`src/lpc_pkg.sv`:
```
`default_nettype none

package lpc_pkg;

	////////////////////////////////////////
	// Recursion sizes
	////////////////////////////////////////

	localparam int LPC_ORDER   = 10;
	localparam int N_LAGS      = LPC_ORDER + 1;
	localparam int LAG_IDX_W   = 4;
	localparam int WORD_W      = 32;
	localparam int OUT_W       = 16;
	localparam int COEF_FRAC   = 27;
	localparam int OUT_FRAC    = 12;
	localparam int N_RC_OUT    = 2;
	localparam int N_OUT_WORDS = N_LAGS + N_RC_OUT;

	// 1.0 in Q12
	localparam logic [OUT_W-1:0] A0_ONE = 16'd4096;

	// Largest |k| in Q31, 32750 in Q15
	localparam logic [WORD_W-1:0] K_LIMIT = 32'd32750 << 16;

	////////////////////////////////////////
	// Frame and result types
	////////////////////////////////////////

	typedef struct packed {
		logic [N_LAGS-1:0][WORD_W-1:0] r;
	} lag_frame_t;

	typedef struct packed {
		logic wr_en;
		logic [LAG_IDX_W-1:0] idx;
		logic signed [WORD_W-1:0] value;
	} coef_wr_t;

	typedef struct packed {
		logic [N_LAGS-1:0][OUT_W-1:0] a;
		logic [N_RC_OUT-1:0][OUT_W-1:0] rc;
	} lpc_result_t;

	typedef struct packed {
		logic is_rc;
		logic [LAG_IDX_W-1:0] idx;
		logic [OUT_W-1:0] value;
	} out_word_t;

endpackage

`default_nettype wire

```
`src/ld_output_stream.sv`:
```
`timescale 1ns/100ps
`default_nettype none

module ld_output_stream (
	input logic clock,
	input logic reset,
	input logic res_valid,
	output logic res_ready,
	input lpc_pkg::lpc_result_t result,
	output logic out_valid,
	input logic out_ready,
	output lpc_pkg::out_word_t out_data
);

	lpc_pkg::lpc_result_t snap;
	logic [lpc_pkg::LAG_IDX_W-1:0] count;
	logic busy;
	logic rc_sel;

	assign res_ready = !busy;
	assign out_valid = busy;

	// a[0..10] first, then rc[0..1]
	assign rc_sel = count != lpc_pkg::N_LAGS;
	always_comb begin
		out_data.is_rc = count >= lpc_pkg::N_LAGS;
		if (out_data.is_rc) begin
			out_data.idx = {{(lpc_pkg::LAG_IDX_W-1){1'b0}}, rc_sel};
			out_data.value = snap.rc[rc_sel];
		end else begin
			out_data.idx = count;
			out_data.value = snap.a[count];
		end
	end

	always_ff @(posedge clock) begin
		if (reset) begin
			busy <= 1'b0;
			count <= '0;
		end else if (res_valid && res_ready) begin
			busy <= 1'b1;
			count <= '0;
		end else if (out_valid && out_ready) begin
			if (count == lpc_pkg::N_OUT_WORDS - 1)
				busy <= 1'b0;
			else
				count <= count + 1'b1;
		end
	end

	always_ff @(posedge clock) begin
		if (res_valid && res_ready)
			snap <= result;
	end

endmodule

`default_nettype wire

```
`config.mk`:
```
export PLATFORM = sky130hd
export DESIGN_NAME = ld_output_stream
export DESIGN_NICKNAME = d
export VERILOG_FILES = /design/src/lpc_pkg.sv /design/src/ld_output_stream.sv
export SDC_FILE = /design/constraint.sdc
export NUM_CORES = 1
export LEC_CHECK = 0
export BUFFER_PORTS_ARGS = -buffer_cell sky130_fd_sc_hd__buf_4
export CORE_MARGIN = 2
export CORE_UTILIZATION = 40
export DETAILED_ROUTE_END_ITERATION = 7
export GPL_ROUTABILITY_DRIVEN = 0
export PLACE_DENSITY_LB_ADDON = 0.12
export SYNTH_ARGS = -nofsm -noshare
export SYNTH_HDL_FRONTEND = slang
export SYNTH_SLANG_ARGS = --single-unit
```
`constraint.sdc`:
```
create_clock -name clock -period 11.6 [get_ports clock]
set_input_delay 3.48 -clock clock [delete_from_list [all_inputs] [get_ports clock]]
set_output_delay 3.48 -clock clock [all_outputs]
set_load 0.02 [all_outputs]
```
==> results.cfg <==
[status]
status = finished, final reports clean

[timing]
fin_crit_ns = 6.631
hold_viol_final = 0
setup_tns_ns = 0
timing.hold.ws_ns = 0.5803
relSlewSlack_pct = 32.73
tightest_slew_ns = 1.009
final-setup-viol-count = 0
fin_crit_sh_pct = 57.17
skew_ns = 0.01238
rsz0062_at_grt = no
fmax_mhz = 150.8
slew_violations = 0

[floorplanning]
die_w_um = 149.7
die-height_um = 149.7
initial_core_util_pct = 40.54
row_count = 53
io_pins = 235
fp.dieArea_um2 = 22420
fp.coreArea_um2 = 20960

[route]
routed_wl_um = 21100
drc = 0
ant_nets = 0
wire_per_inst_um = 21.06
drt_iter0_markers = 383
viasPerCell = 5.149
firstDrtPassIters = 5
vias = 5159

[place]
hpwl_um = 14540
place_area_um2 = 10460
io_buffer_count = 234
place_inst = 958

[setup_path]
start_kind = flop
worstPathArrival_ns = 3.15
worst-path-max-fanout = 85
critPathCaptureType = output port
crit_required_ns = 8.12
critPathKind = flop to output port

[clock_network]
cts_sinks = 213
cts_tree = yes
post_cts_buffers = 0
hold_buffers = 0
insertion_delay_ns = 0.51
cts_max_level = 1
clk_pin_slew_worst_paths_ns = 0.06
post_cts_resized = 0
cts_buffers = 24
cts.path.max_buffers = 3
root_buffer = clkbuf_16

[finish]
fin_area_um2 = 11300
nNetsFinal = 923
final_cell_mix = 238 x buf_4, 208 x edfxtp_1, 56 x mux2_2, 33 x o22ai_1, 25 x clkbuf_16
layout-drive-gt1-share_pct = 48.69
area_growth_syn_to_layout_pct = 32.98
final_common_cell = buf_4
fin_cells = 1002
n_antenna_cell = 0

[global_routing]
grt_pass1_wl_um = 30050
grtUsageTotal_pct = 18.07
grt_max_degree = 126
grt_overflow = 0
antenna_found_initial = 0
grt_pass1_vias = 5152

[min_path]
min_path_type = flop to flop

[power]
ir_drop_mv = 0.1006
power.density_nw_per_um2 = 161.5
leakage_nw = 4.161

[synth]
ys_seq_area_share_pct = 74.71
synth_seq_cells = 213
synth_cell_types = 35
syn_nets = 689
synth_cells = 475
yosys_warnings = 0
syn_area_per_cell_um2 = 17.88
syn_area_um2 = 8494

[job]
max-cap-violations = 0
## final timing paths
path | from | end | slack [ns] | cells past startpoint
setup reg to reg | out_valid | snap[34] | 8.94 | 3
setup / recovery | count[1] | out_data[15] | 4.97 | 5
hold / removal | out_valid | count[1] | 0.58 | 2
hold reg to reg | out_valid | count[1] | 0.58 | 2
## synthesized netlist by cell type (all sizes together)
library cell | n | area share, %
nand2b | 3 | 0.25
o22ai | 33 | 2.4
or3 | 3 | 0.22
nor2b | 18 | 1.3
and2 | 17 | 1.3
o21a | 1 | 0.088
nand4 | 1 | 0.074
o31ai | 2 | 0.18
nor4bb | 16 | 1.9
a211oi | 16 | 1.4
inv | 5 | 0.22
o21ai | 3 | 0.18
buf | 22 | 1.8
ha | 2 | 0.29
or4 | 1 | 0.088
edfxtp | 208 | 74
nor2 | 3 | 0.16
a2111oi | 16 | 2.2
nor4 | 16 | 1.2
nand3b | 1 | 0.13
a21oi | 4 | 0.24
or3b | 2 | 0.21
clkbuf | 8 | 0.37
and3 | 1 | 0.074
mux2 | 64 | 8.8
dfxtp | 5 | 1.2
nand2 | 2 | 0.088
nand3 | 2 | 0.12
## logic make-up (layout without fill, tap and decap cells)
family                   count (synthesis)  count (layout)  synth area share (%)
buffers and inverters                   35             287                 2.342
flip-flops                             213             213                 74.71
AND/OR/NAND/NOR                         86              86                 7.056
AO/OA/AOI/OAI                           75              75                 6.761
adder cells (fa/ha/maj)                  2               2                0.2945
multiplexers                            64              64                 8.838
## cell type report
| type | count | area [um2] |
|---|---|---|
| fill | 1750 | 9659 |
| sequential | 213 | 6351 |
| multi-input combinational | 227 | 1949 |
| timing repair buffer | 238 | 1787 |
| clock buffer | 28 | 636.9 |
| tap | 275 | 344.1 |
| clock inverter | 16 | 201.4 |
| inverter | 5 | 26.28 |
## metal layers
layer | share of wire [%] | global-route usage, % | vias up
met1 | 44 | 26.14 | 2516
li1 | - | - | 2401
met4 | 2.5 | 4.906 | 0
met3 | 7.6 | 3.841 | 32
met2 | 46 | 27.87 | 210
met5 | 0 | 0 | -
## stage by stage
step	setup slack [ns]	power, mW	utilization (%)
5_1_grt	4.774	1.884	53.90
3_5_place_dp	5.471	1.058	49.90
2_1_floorplan	3.463	0.9791	-
4_1_cts	4.919	1.846	53.90
3_3_place_gp	5.527	1.056	49.90
6_report	4.969	1.824	53.90
## state kept, by name (all words and copies together) (netlist names)
| name | flops |
|---|---|
| snap | 208 |
| out_valid | 1 |
| count | 4 |
## where the power goes
group          switching (mW)  leakage [nW]  internal [mW]
Combinational          0.0616          1.74         0.0728
Clock                   0.299         0.397          0.485
Sequential             0.0102          2.02          0.896
Total                   0.371          4.16           1.45
## worst max-delay path, stage by stage, from the launching register on
cell and delay [ns]:
dfxtp_4 0.34, buf_4 0.76, or3b_1 0.71, o22ai_1 0.22, nor4_1 0.39, buf_4 0.21
(Power assumes the default switching activity.)
