[config.mk]
export PLATFORM = sky130hd
export DESIGN_NAME = ld_input_buffer
export DESIGN_NICKNAME = d
export VERILOG_FILES = /design/src/lpc_pkg.sv /design/src/ld_input_buffer.sv
export SDC_FILE = /design/constraint.sdc
export NUM_CORES = 1
export LEC_CHECK = 0
export BUFFER_PORTS_ARGS = -buffer_cell sky130_fd_sc_hd__buf_2
export CAP_MARGIN = 15
export CORE_UTILIZATION = 49
export DETAILED_ROUTE_END_ITERATION = 16
export PLACE_DENSITY = 0.76
export SLEW_MARGIN = 10
export SYNTH_ARGS = -nofsm -noshare
export SYNTH_HDL_FRONTEND = slang
export SYNTH_SLANG_ARGS = --single-unit
[constraint.sdc]
create_clock -name clock -period 5.9 [get_ports clock]
set_clock_uncertainty 0.05 [all_clocks]
set_input_delay 0.885 -clock clock [delete_from_list [all_inputs] [get_ports clock]]
set_output_delay 0.885 -clock clock [all_outputs]
set_load 0.03 [all_outputs]
[src/lpc_pkg.sv]
`default_nettype none

package lpc_pkg;

	////////////////////////////////////////
	// Recursion sizes
	////////////////////////////////////////

	localparam int LPC_ORDER   = 10;
	localparam int N_LAGS      = LPC_ORDER + 1;
	localparam int LAG_IDX_W   = 4;
	localparam int WORD_W      = 32;
	localparam int OUT_W       = 16;
	localparam int COEF_FRAC   = 27;
	localparam int OUT_FRAC    = 12;
	localparam int N_RC_OUT    = 2;
	localparam int N_OUT_WORDS = N_LAGS + N_RC_OUT;

	// 1.0 in Q12
	localparam logic [OUT_W-1:0] A0_ONE = 16'd4096;

	// Largest |k| in Q31, 32750 in Q15
	localparam logic [WORD_W-1:0] K_LIMIT = 32'd32750 << 16;

	////////////////////////////////////////
	// Frame and result types
	////////////////////////////////////////

	typedef struct packed {
		logic [N_LAGS-1:0][WORD_W-1:0] r;
	} lag_frame_t;

	typedef struct packed {
		logic wr_en;
		logic [LAG_IDX_W-1:0] idx;
		logic signed [WORD_W-1:0] value;
	} coef_wr_t;

	typedef struct packed {
		logic [N_LAGS-1:0][OUT_W-1:0] a;
		logic [N_RC_OUT-1:0][OUT_W-1:0] rc;
	} lpc_result_t;

	typedef struct packed {
		logic is_rc;
		logic [LAG_IDX_W-1:0] idx;
		logic [OUT_W-1:0] value;
	} out_word_t;

endpackage

`default_nettype wire

[src/ld_input_buffer.sv]
`timescale 1ns/100ps
`default_nettype none

module ld_input_buffer (
	input logic clock,
	input logic reset,
	input logic in_valid,
	output logic in_ready,
	input logic signed [lpc_pkg::WORD_W-1:0] in_data,
	output logic frame_valid,
	input logic frame_ready,
	output lpc_pkg::lag_frame_t frame
);

	logic [lpc_pkg::LAG_IDX_W-1:0] count;

	// Closed while a full frame waits for the controller
	assign in_ready = !frame_valid;

	always_ff @(posedge clock) begin
		if (reset) begin
			count <= '0;
			frame_valid <= 1'b0;
		end else begin
			if (in_valid && in_ready) begin
				if (count == lpc_pkg::N_LAGS - 1) begin
					count <= '0;
					frame_valid <= 1'b1;
				end else begin
					count <= count + 1'b1;
				end
			end
			if (frame_valid && frame_ready)
				frame_valid <= 1'b0;
		end
	end

	always_ff @(posedge clock) begin
		if (in_valid && in_ready)
			frame.r[count] <= in_data;
	end

endmodule

`default_nettype wire

==> flow_summary_export.csv <==
group,metric,value,unit
clock_network,cts_resized,0,
floorplanning,io_pins,390,
routing,drcViolationCount,0,
sta,relSlewSlack,23.0,%
pwr,cellLeakagePower,5.40,nW
finish,nets,860,
clock_network,clkSlewWorstSetupHoldPaths,0.06,ns
logic_synthesis,yosys_warnings,0,
sta,setup-tns-final,0,ns
worst_setup_path,cp_max_fo,17,
finish,diodes,0,
logic_synthesis,syn-instance-count,392,
clock_network,cts_buffers,35,
place,post-dp-hpwl,15.1,mm
logic_synthesis,ys_types,23,
logic_synthesis,ys_seq_area_share,98.1,%
worst_setup_path,critPathLaunchType,"flop",
hold_path,hp-class,"reg2reg",
routing,drt_wl_total,24.0,mm
flow_run,cap_violations,0,
clock_network,clockBufferDepth,3,
clock_network,cts_hold_buf,0,
sta,hold_viol,0,
sta,rsz0062_at_grt,"false",
logic_synthesis,synthAdderAreaFrac,0,%
logic_synthesis,synth_mux_area_share,0,%
logic_synthesis,synth_area_leaders,"edfxtp_1, dfxtp_1, nor2_1, nor3_1, nor3_2",
sta,post-route-period-util,44.7,%
hold_path,whs_path_depth,2,
hold_path,hold_end,"count[1]$_SDFFE_PP0P_",
grt,grtUsageMet1,24.8,%
clock_network,postCtsSetupBuffers,0,
finish,fin_cells,1125,
pwr,max-vdd-ir-drop,309,uV
worst_setup_path,worst-endpoint-arrival,2.77,ns
clock_network,cts_root_buffer,"clkbuf_16",
floorplanning,die-area,0.0228,sq mm
finish,area_delta_synth_final,32.3,%
place,io_buffers,389,
pwr,p_per_area,361,mW/mm^2
sta,tightest_slew,1.15,ns
sta,setup_violations,0,
grt,gr-usage-met3,5.54,%
finish,nFillCells,1423,
hold_path,holdCritStartpoint,"count[1]$_SDFFE_PP0P_",
finish,final_cell_mix,"buf_2, edfxtp_1, clkbuf_16",
clock_network,tritoncts,"built",
floorplanning,initial_utilization,49.9,%
logic_synthesis,synth-simple-area-share,1.36,%
floorplanning,die_x,151,um
routing,drtIter0Drc,305,
grt,grtUsageMet2,33.1,%
logic_synthesis,synth_compound_area_share,0.253,%
place,gp_congestion,0.727,
routing,routed-via-count,5496,
sta,timing.fmax,0.379,GHz
worst_setup_path,cp.required,6.03,ns
grt,busiest_layer,"met2",
floorplanning,coreArea,0.0218,sq mm
logic_synthesis,syn-num-nets,428,
routing,wl_per_cell,21.3,um
worst_setup_path,reg2reg_to,"frame[61]$_DFFE_PP_",
floorplanning,die_h,151,um
routing,dr.pass1.iters,4,
finish,drive_above_1_share,53.8,%
logic_synthesis,avgSynthCellArea,27.8,sq um
worst_setup_path,crit_type,"reg2reg",
sta,final_max_slew_viol_count,0,
finish,layout_commonest_cell,"buf_2",
worst_setup_path,rrSetupSlack,3.26,ns
grt,overflow,0,
logic_synthesis,synth_top_area_share,97.2,%
worst_setup_path,reg2reg_depth,4,
place,placedCellCount,1067,
grt,grt_max_degree,35,
clock_network,clock_latency,0.50,ns
logic_synthesis,synth_xor_area_share,0.161,%
logic_synthesis,syn-cell-area,0.0109,sq mm
finish,finish.utilization,66.0,%
floorplanning,placementRows,54,
sta,fin_crit,2.64,ns
worst_setup_path,crit_path_end_kind,"flop",
worst_setup_path,reg2reg_from,"count[0]$_SDFFE_PP0P_",
grt,grt_antenna_before_repair,0,
logic_synthesis,synth-seq-cells,357,
outcome,status,"finished, final reports clean",
routing,ant_nets,0,
logic_synthesis,synth_top_family_by_area,"simple AND/OR/NAND/NOR gates",
logic_synthesis,yosysTopAreaCell,"edfxtp_1",
routing,via_per_inst,4.89,
grt,grt_pass1_vias,5129,
grt,grt_usage,19.8,%
clock_network,htreeDepth,2,
clock_network,cts_sinks,357,
grt,grt_pass1_wl,31.9,mm
## flip-flops by register name, indices dropped and copies added, names as in the netlist
register,count
count,4
frame,352
frame_valid,1
## critical path, cell delays in order (launching register included)
cell,delay [ns]
dfxtp_1,0.53
inv_2,0.11
or3_4,0.46
nor3_4,0.77
buf_4,0.40
## final cells by class
cell class	instances	area [sq um]	share of cell area (%)
Sequential cell	357	10700	74.1
Timing Repair Buffer	396	2000	13.9
Clock buffer	42	945	6.56
Tap cell	280	350	2.43
Multi-Input combinational cell	31	264	1.83
Clock inverter	16	153	1.06
Inverter	3	11.3	0.0782
## routing by layer
layer / vias up / share of wire, %
li1: 2456 / -
met1: 2692 / 39
met2: 300 / 50
met3: 48 / 9.2
met4: 0 / 2.3
met5: - / 0
## synth_stat cells
| cell type | count |
|---|---|
| o21ai_0 | 1 |
| nor2_1 | 7 |
| and2_1 | 1 |
| a31oi_1 | 1 |
| xnor2_1 | 1 |
| nand4b_1 | 1 |
| o21a_1 | 1 |
| or3_1 | 1 |
| nor4_1 | 1 |
| nand2b_1 | 3 |
| edfxtp_1 | 352 |
| or3_4 | 1 |
| buf_2 | 1 |
| nor3_1 | 4 |
| inv_1 | 2 |
| xor2_1 | 1 |
| nand3_1 | 1 |
| inv_2 | 1 |
| nor3_2 | 2 |
| dfxtp_1 | 5 |
| o31a_1 | 1 |
| nand2_1 | 1 |
| nand3b_1 | 2 |
## power by group
group | switching (mW) | internal [mW]
clock network | 0.870 | 1.27
registers | 0.0137 | 2.84
logic | 0.163 | 0.0410
total | 1.05 | 4.15
## cell families after synthesis
kind of cell | count (synthesis)
DFF | 357
AOI/OAI and AO/OA | 4
xor gates and xnor gates | 2
buffers and inverters | 4
and+or+nand+nor | 25
## through the flow
| step | setup WS (ns) | power, mW | hold slack [ns] | area (sq um) |
|---|---|---|---|---|
| finish | 3.26 | 5.19 | 0.497 | 14400 |
| global route | 3.12 | 5.31 | 0.527 | 14400 |
| CTS | 3.23 | 5.22 | 0.492 | 14400 |
| detailed placement | 2.80 | 3.11 | 0.481 | 13300 |
| global placement | 2.85 | 3.11 | 0.472 | 13300 |
| floorplan | 1.25 | 3.01 | 0.443 | 10900 |
## worst max path at each step
| stage | from | to | slack (ns) | cells past startpoint |
|---|---|---|---|---|
| floorplan | in_valid | frame[64]$_DFFE_PP_ | 1.25 | 2 |
| global placement | in_valid | frame[37]$_DFFE_PP_ | 2.85 | 5 |
| detailed placement | in_valid | frame[43]$_DFFE_PP_ | 2.80 | 5 |
| CTS | count[0]$_SDFFE_PP0P_ | frame[56]$_DFFE_PP_ | 3.23 | 4 |
| global route | count[0]$_SDFFE_PP0P_ | frame[56]$_DFFE_PP_ | 3.12 | 4 |
| finish | count[0]$_SDFFE_PP0P_ | frame[61]$_DFFE_PP_ | 3.26 | 4 |
Note: power is estimated with default switching activity, not from simulation.
