--- src/lpc_pkg.sv ---
`default_nettype none

package lpc_pkg;

	////////////////////////////////////////
	// Recursion sizes
	////////////////////////////////////////

	localparam int LPC_ORDER   = 10;
	localparam int N_LAGS      = LPC_ORDER + 1;
	localparam int LAG_IDX_W   = 4;
	localparam int WORD_W      = 32;
	localparam int OUT_W       = 16;
	localparam int COEF_FRAC   = 27;
	localparam int OUT_FRAC    = 12;
	localparam int N_RC_OUT    = 2;
	localparam int N_OUT_WORDS = N_LAGS + N_RC_OUT;

	// 1.0 in Q12
	localparam logic [OUT_W-1:0] A0_ONE = 16'd4096;

	// Largest |k| in Q31, 32750 in Q15
	localparam logic [WORD_W-1:0] K_LIMIT = 32'd32750 << 16;

	////////////////////////////////////////
	// Frame and result types
	////////////////////////////////////////

	typedef struct packed {
		logic [N_LAGS-1:0][WORD_W-1:0] r;
	} lag_frame_t;

	typedef struct packed {
		logic wr_en;
		logic [LAG_IDX_W-1:0] idx;
		logic signed [WORD_W-1:0] value;
	} coef_wr_t;

	typedef struct packed {
		logic [N_LAGS-1:0][OUT_W-1:0] a;
		logic [N_RC_OUT-1:0][OUT_W-1:0] rc;
	} lpc_result_t;

	typedef struct packed {
		logic is_rc;
		logic [LAG_IDX_W-1:0] idx;
		logic [OUT_W-1:0] value;
	} out_word_t;

endpackage

`default_nettype wire

--- src/q31_divider.sv ---
`timescale 1ns/100ps
`default_nettype none

module q31_divider (
	input logic clock,
	input logic reset,
	input logic start,
	input logic [lpc_pkg::WORD_W-1:0] dividend,
	input logic [lpc_pkg::WORD_W-1:0] divisor,
	output logic done,
	output logic [lpc_pkg::WORD_W-1:0] quotient
);

	logic busy;
	logic [$clog2(lpc_pkg::WORD_W)-1:0] count;
	logic [lpc_pkg::WORD_W-1:0] rem;
	logic [lpc_pkg::WORD_W-1:0] dvs;
	logic [lpc_pkg::WORD_W:0] rem_sh;
	logic [lpc_pkg::WORD_W:0] diff;
	logic fits;

	// One trial subtraction per cycle
	assign rem_sh = {rem, 1'b0};
	assign diff = rem_sh - {1'b0, dvs};
	assign fits = rem_sh >= {1'b0, dvs};

	always_ff @(posedge clock) begin
		if (reset) begin
			busy <= 1'b0;
			count <= '0;
			done <= 1'b0;
		end else begin
			done <= 1'b0;
			if (start) begin
				busy <= 1'b1;
				count <= '1; // 31 fraction bits
			end else if (busy) begin
				count <= count - 1'b1;
				if (count == 1) begin
					busy <= 1'b0;
					done <= 1'b1;
				end
			end
		end
	end

	always_ff @(posedge clock) begin
		if (start) begin
			rem <= dividend;
			dvs <= divisor;
			quotient <= '0;
		end else if (busy) begin
			rem <= fits ? diff[lpc_pkg::WORD_W-1:0] : rem_sh[lpc_pkg::WORD_W-1:0];
			quotient <= {quotient[lpc_pkg::WORD_W-2:0], fits};
		end
	end

endmodule

`default_nettype wire

--- config.mk ---
export PLATFORM = sky130hd
export DESIGN_NAME = q31_divider
export DESIGN_NICKNAME = d
export VERILOG_FILES = /design/src/lpc_pkg.sv /design/src/q31_divider.sv
export SDC_FILE = /design/constraint.sdc
export NUM_CORES = 1
export LEC_CHECK = 0
export BUFFER_PORTS_ARGS = -buffer_cell sky130_fd_sc_hd__buf_4
export CORE_AREA = 2 2 104 207
export DETAILED_ROUTE_END_ITERATION = 10
export DIE_AREA = 0 0 106 209
export SYNTH_ARGS = -nofsm -noshare
export SYNTH_HDL_FRONTEND = slang
export SYNTH_SLANG_ARGS = --single-unit
export TNS_END_PERCENT = 1
--- constraint.sdc ---
create_clock -name clock -period 3.4 [get_ports clock]
set_input_delay 0.34 -clock clock [delete_from_list [all_inputs] [get_ports clock]]
set_output_delay 0.34 -clock clock [all_outputs]
set_load 0.01 [all_outputs]
==> results of run 1 <==
-- state kept, by name, summed over array words and instances (netlist names) --
register and count:
dvs 32, done 1, quotient 32, count 5, rem 32, busy 1
-- routing by layer --
| layer | global-route usage, % | vias up |
|---|---|---|
| li1 | - | 2450 |
| met1 | 17.1 | 2269 |
| met2 | 22.1 | 133 |
| met3 | 3.84 | 19 |
| met4 | 4.85 | 0 |
| met5 | 0 | - |
-- how the worst min path moves through the flow --
| stage | endpoint | from | slack (ns) |
|---|---|---|---|
| finish | dvs[19] | divisor[19] | 0.15 |
| global route | dvs[26] | divisor[26] | 0.13 |
| CTS | dvs[26] | divisor[26] | 0.14 |
| detailed placement | quotient[31] | quotient[31] | 0.49 |
| global placement | quotient[31] | quotient[31] | 0.48 |
| floorplan | count[0] | reset | 0.41 |
-- critical path: stages, from the launching register on --
cell	delay [ns]
edfxtp_1	0.38
inv_1	0.05
ha_1	0.29
nor2b_1	0.19
o211ai_1	0.14
a311oi_2	0.43
o21ai_1	0.22
o211ai_4	0.31
and2_4	0.30
buf_4	0.21
mux2i_1	0.20
o21ai_1	0.07
-- area by class of cell --
type	instances	area [µm²]
clock inverters	7	73.8
flip-flops and latches	103	2700
fillers	2105	13300
multi-input cells	455	3090
inverters	43	161
repair buffers	107	816
clock buffers	9	225
well taps	269	337
-- cell usage after synthesis, types with 3 or more instances --
library cell,count,area [µm²]
and2_1,6,37.5
xor2_1,11,96.3
o21ai_0,23,115
o21a_1,3,22.5
and3_1,5,31.3
o211ai_1,4,30.0
o211ai_2,3,37.5
dfxtp_1,39,781
o21ai_1,24,120
a211oi_1,3,22.5
a2bb2oi_1,4,35.0
clkbuf_1,11,41.3
a21oi_1,35,175
edfxtp_1,64,1920
buf_1,7,26.3
nand2_1,62,233
nand4_1,10,62.6
mux2i_1,50,500
a21o_1,15,113
or3_1,3,18.8
buf_2,6,30.0
o21bai_1,4,30.0
nor2_1,62,233
ha_1,34,425
nor3_1,14,70.1
nor2b_1,3,18.8
nor4_1,3,18.8
inv_1,42,158
nand3_1,13,65.1
a31oi_1,8,50.1
xnor2_1,13,114
-- power groups by stage --
stage	combinational (mW)	sequential, mW	clock, mW
after floorplan	1.76	1.64	0
after global placement	2.25	1.67	0
after detailed placement	2.26	1.67	0
after CTS	2.28	1.64	1.08
after global routing	2.53	1.66	1.13
final	2.28	1.64	1.04
-- per-stage QoR --
step,instances,setup WS [ns]
after floorplan,628,0.719
after global placement,977,0.229
after detailed placement,977,0.311
after CTS,993,0.291
after global routing,993,0.136
final,993,0.344
-- cells by family (layout without fill, tap and decap cells) --
group / count (synthesis) / in the layout / share of synthesized area (%)
compound gates: 150 / 150 / 16.5
fa+ha+maj: 35 / 35 / 7.32
mux: 51 / 51 / 8.41
buf+inv: 70 / 166 / 5.02
xor+xnor: 24 / 24 / 3.45
flops: 103 / 103 / 44.4
simple gates: 195 / 195 / 14.9
==> key figures, run 1 <==
Worst hold path
  • Worst min-delay path class: in2reg
  • Worst hold path depth: 1

Global routing
  • Pin count of the biggest net entering global routing: 49
  • First-pass GRT wire length: 24.1 mm
  • Antenna violations before repair: 0
  • GRT Util Overall: 13.6%
  • Congestion Overflow GR: 0
  • Vias in the first global route: 4,889

Timing
  • Final setup viols: 0
  • Fmax: 327 MHz
  • Worst Tran Pin Value: 0.846 ns
  • Post-layout min period: 3.06 ns
  • Hold Slack: 0.152 ns
  • RSZ-0062 raised after global routing: no
  • Fin crit share: 89.9%
  • Final hold viol count: 0
  • TNS Setup: 0 ns
  • Slew HR: 43.6%
  • Slew Viols, Final: 0
  • Skew final: 0.0134 ns

Synthesis
  • Mapped Area: 6090 µm²
  • Syn Inst Count: 628
  • Number of synthesized register bits: 103
  • Netlist cell types: 66
  • Synth Warn #: 0
  • Total nets after synthesis: 730
  • Top_reg_cell synth: edfxtp_1
  • Async SR Flop Fraction: 0%
  • Sequential area share after synthesis: 44.4%
  • Syn_area_per_cell: 9.69 µm²
  • Number of enable flip-flop cells after synthesis: 64

Power
  • Peak VDD IR: 0.000308 V
  • Net Sw Power: 1.93 mW
  • Seq pwr share: 33.1%
  • P_leak: 3.21 nW
  • Post-layout power: 4.97 mW
  • Sw Ratio: 38.9%
  • Gate power share: 46.0%
  • Internal: 3.04 mW
  • Power density over the cells: 671 nW/µm²
  • Clk pwr share: 21.0%

Drt
  • Routed Antenna Nets: 0
  • Met2 WL: 7.04 mm
  • DRT iter0 DRCs: 247
  • DRC violations left: 0
  • First-pass iteration count of the detailed router: 6
  • WL met1: 6.53 mm
  • Wire per inst: 14.9 µm
  • Via count: 4,871
  • Vias per cell: 4.91
  • Final WL: 14.8 mm
  • Top Metal Used: met4
  • Met3 wire length: 888 µm

Final layout
  • Share of cells above drive strength 1: 19.9%
  • Most frequent cells in the layout: buf_4, edfxtp_1, nor2_1, nand2_1, mux2i_1
  • P&R area growth vs syn: 21.6%
  • Nets: 821
  • Ant. Diodes: 0
  • Fin util: 35.7%
  • Most common cell after layout, fill and taps aside: buf_4
  • Finished Cell Area: 7400 µm²

Floorplanning
  • Rows: 75
  • Top-Level Pins: 100
  • Core Area: 20,700 µm²
  • Die Wd: 106 µm
  • Initial core utilization: 29.4%
  • Die Height: 209 µm
  • Die area: 22,200 µm²

Worst setup path
  • Worst setup path startpoint: dvs[1]
  • Type of the worst setup path: reg2reg
  • Crit path to: rem[23]
  • Crit end category: flop
  • Critical Path Start Type: flop
  • R2r setup slk: 0.34 ns
  • R2R cell count: 11
  • Worst reg2reg startpoint: dvs[1]
  • Reg-to-Reg End: rem[23]
  • Critical Path RT: 3.50 ns
  • CP max FO: 9
  • Crit path DAT: 3.15 ns

CTS
  • Clock latency on the worst-skew pair: 0.36 ns
  • Post-CTS Resized: 0
  • Post-CTS Setup Repair Bufs: 0
  • Clk Tree Root Cell: clkbuf_16
  • H-tree depth: 3
  • CTS max path bufs: 2
  • CTS Hold Bufs: 0
  • CTS tree: built
  • Number of buffers created by CTS: 9
  • Reg clk slew, reported paths: 0.08 ns
  • CTS sink cnt: 103

Placement
  • IO buf count: 99
  • Post-DP HPWL: 11.1 mm
  • Placement Cell Area: 7100 µm²
  • RePlAce Congestion: 0.886

Job
  • Maxcap violations: 0

Status
  • Status: finished clean
Note: power is estimated with default switching activity, not from simulation.
==> run 2, diff against run 1 <==
CORE_AREA = 2 2 77 153   (was 2 2 104 207)
DIE_AREA = 0 0 79 155   (was 0 0 106 209)
PLACE_DENSITY = 0.78   (was not set)
clock period = 3.8 ns   (was 3.4 ns; I/O delays follow)
==> run 2 against run 1 <==
Compared with the run above:
- total power down 12%
- clock power down 10%
- via count grew 0.39%
- sequential power fell by 9.8%
- routed wire length fell by 11%
- combinational power decreased by 14%
- critical path type unchanged
==> key figures, run 2 (synthesis gave the netlist of run 1 again) <==
Floorplanning
  • Rows: 55
  • Core Area: 11,100 µm²
  • Initial core utilization: 54.6%
  • Top-Level Pins: 100
  • Die area: 12,200 µm²
  • Die Wd: 79 µm
  • Die Height: 155 µm

Final layout
  • Storage cell area: 2700 µm²
  • P&R area growth vs syn: 18.2%
  • Most frequent cells in the layout: buf_4, edfxtp_1, nor2_1, nand2_1, mux2i_1
  • Share of cells above drive strength 1: 19.2%
  • Nets: 816
  • Regs by FF count: dvs x32, quotient x32, rem x32
  • Fin util: 64.5%
  • Ant. Diodes: 0
  • Finished Cell Area: 7190 µm²
  • Footprint of the multi-input gates: 3080 µm²
  • Most common cell after layout, fill and taps aside: buf_4
  • # fillers: 943

Global routing
  • Congestion Overflow GR: 0
  • Vias in the first global route: 4,654
  • Pin count of the biggest net entering global routing: 77
  • First-pass GRT wire length: 22.1 mm
  • Antenna violations before repair: 0
  • GRT Util Overall: 22.4%

Power
  • Post-layout power: 4.37 mW
  • Power density over the cells: 608 nW/µm²
  • P_leak: 3.18 nW
  • Peak VDD IR: 0.000367 V

Drt
  • WL met1: 5.64 mm
  • Routed Antenna Nets: 0
  • Top Metal Used: met4
  • Wire per inst: 15.3 µm
  • Met3 wire length: 634 µm
  • DRC violations left: 0
  • Met2 WL: 6.65 mm
  • DRT iter0 DRCs: 332
  • First-pass iteration count of the detailed router: 7
  • Final WL: 13.2 mm
  • Via count: 4,890
  • Vias per cell: 5.68

Timing
  • RSZ-0062 raised after global routing: no
  • Hold Slack: 0.197 ns
  • Post-layout min period: 3.41 ns
  • Fmax: 293 MHz
  • TNS Setup: 0 ns
  • Slew Viols, Final: 0
  • Skew final: 0.0136 ns
  • Final setup viols: 0
  • Fin crit share: 89.8%
  • Slew HR: 44.4%
  • Worst Tran Pin Value: 0.834 ns
  • Final hold viol count: 0

CTS
  • CTS Hold Bufs: 0
  • Clk Tree Root Cell: clkbuf_16
  • CTS tree: built
  • Post-CTS Resized: 0
  • H-tree depth: 3
  • CTS max path bufs: 2
  • Clock latency on the worst-skew pair: 0.35 ns
  • Post-CTS Setup Repair Bufs: 0
  • Number of buffers created by CTS: 9
  • Reg clk slew, reported paths: 0.08 ns
  • CTS sink cnt: 103

Worst setup path
  • Crit path DAT: 3.51 ns
  • Crit end category: flop
  • Type of the worst setup path: reg2reg
  • R2r setup slk: 0.39 ns
  • Critical Path Start Type: flop
  • Critical Path RT: 3.90 ns
  • CP max FO: 11

Status
  • Status: finished clean

Placement
  • Placement Cell Area: 6890 µm²
  • IO buf count: 99
  • Post-DP HPWL: 9.53 mm
  • RePlAce Congestion: 0.954

Worst hold path
  • Worst min-delay path class: in2reg

Job
  • Maxcap violations: 0
==> run 2: cell types whose count changed in the layout (fill, tap and decap cells not counted) <==
cell	change
nor4_2	-1
inv_12	+1
buf_4	-4
inv_6	+1
buf_12	-1
nor4_1	+1
clkinv_4	-2
==> run 2: path summary, 6_finish.rpt <==
check | start | endpoint | depth (start not counted)
max | rem[20] | rem[16] | 9
min | divisor[3] | dvs[3] | 1
max reg2reg | rem[20] | rem[16] | 9
min reg2reg | quotient[31] | quotient[31] | 2
==> run 2: final cells by class <==
class                      count  share of cell area, %
sequential                   103                   37.6
clock buffer                   9                   3.13
tap                          142                   2.47
multi-input combinational    455                   42.8
timing repair buffer         102                   10.6
inverter                      43                   2.24
clock inverter                 7                   1.13
==> run 2: worst max-delay path, stage by stage (launching register included) <==
cell and delay (ns):
edfxtp_1 0.40, ha_1 0.43, and2_1 0.31, nand2_1 0.16, nor4_1 0.44, a311oi_2 0.22, o211ai_4 0.18, nand2_1 0.41
and3_1 0.35, a221o_1 0.26
==> run 2: report_power, final <==
group | switching (mW) | total (mW) | internal (mW)
clock network | 0.458 | 0.932 | 0.474
logic | 1.15 | 1.96 | 0.811
registers | 0.0917 | 1.48 | 1.39
total | 1.70 | 4.37 | 2.68
==> run 2: per-stage QoR <==
step,cells,worst slack [ns]
floorplan,628,1.12
global placement,845,0.422
detailed placement,845,0.430
CTS,861,0.423
global route,861,0.277
finish,861,0.388
==> run 2: layer usage <==
metal  global-route usage (%)  vias up
met5                        0        -
met4                     6.65        0
met3                     3.94       16
met2                     37.3      148
met1                     29.5     2274
li1                         -     2452
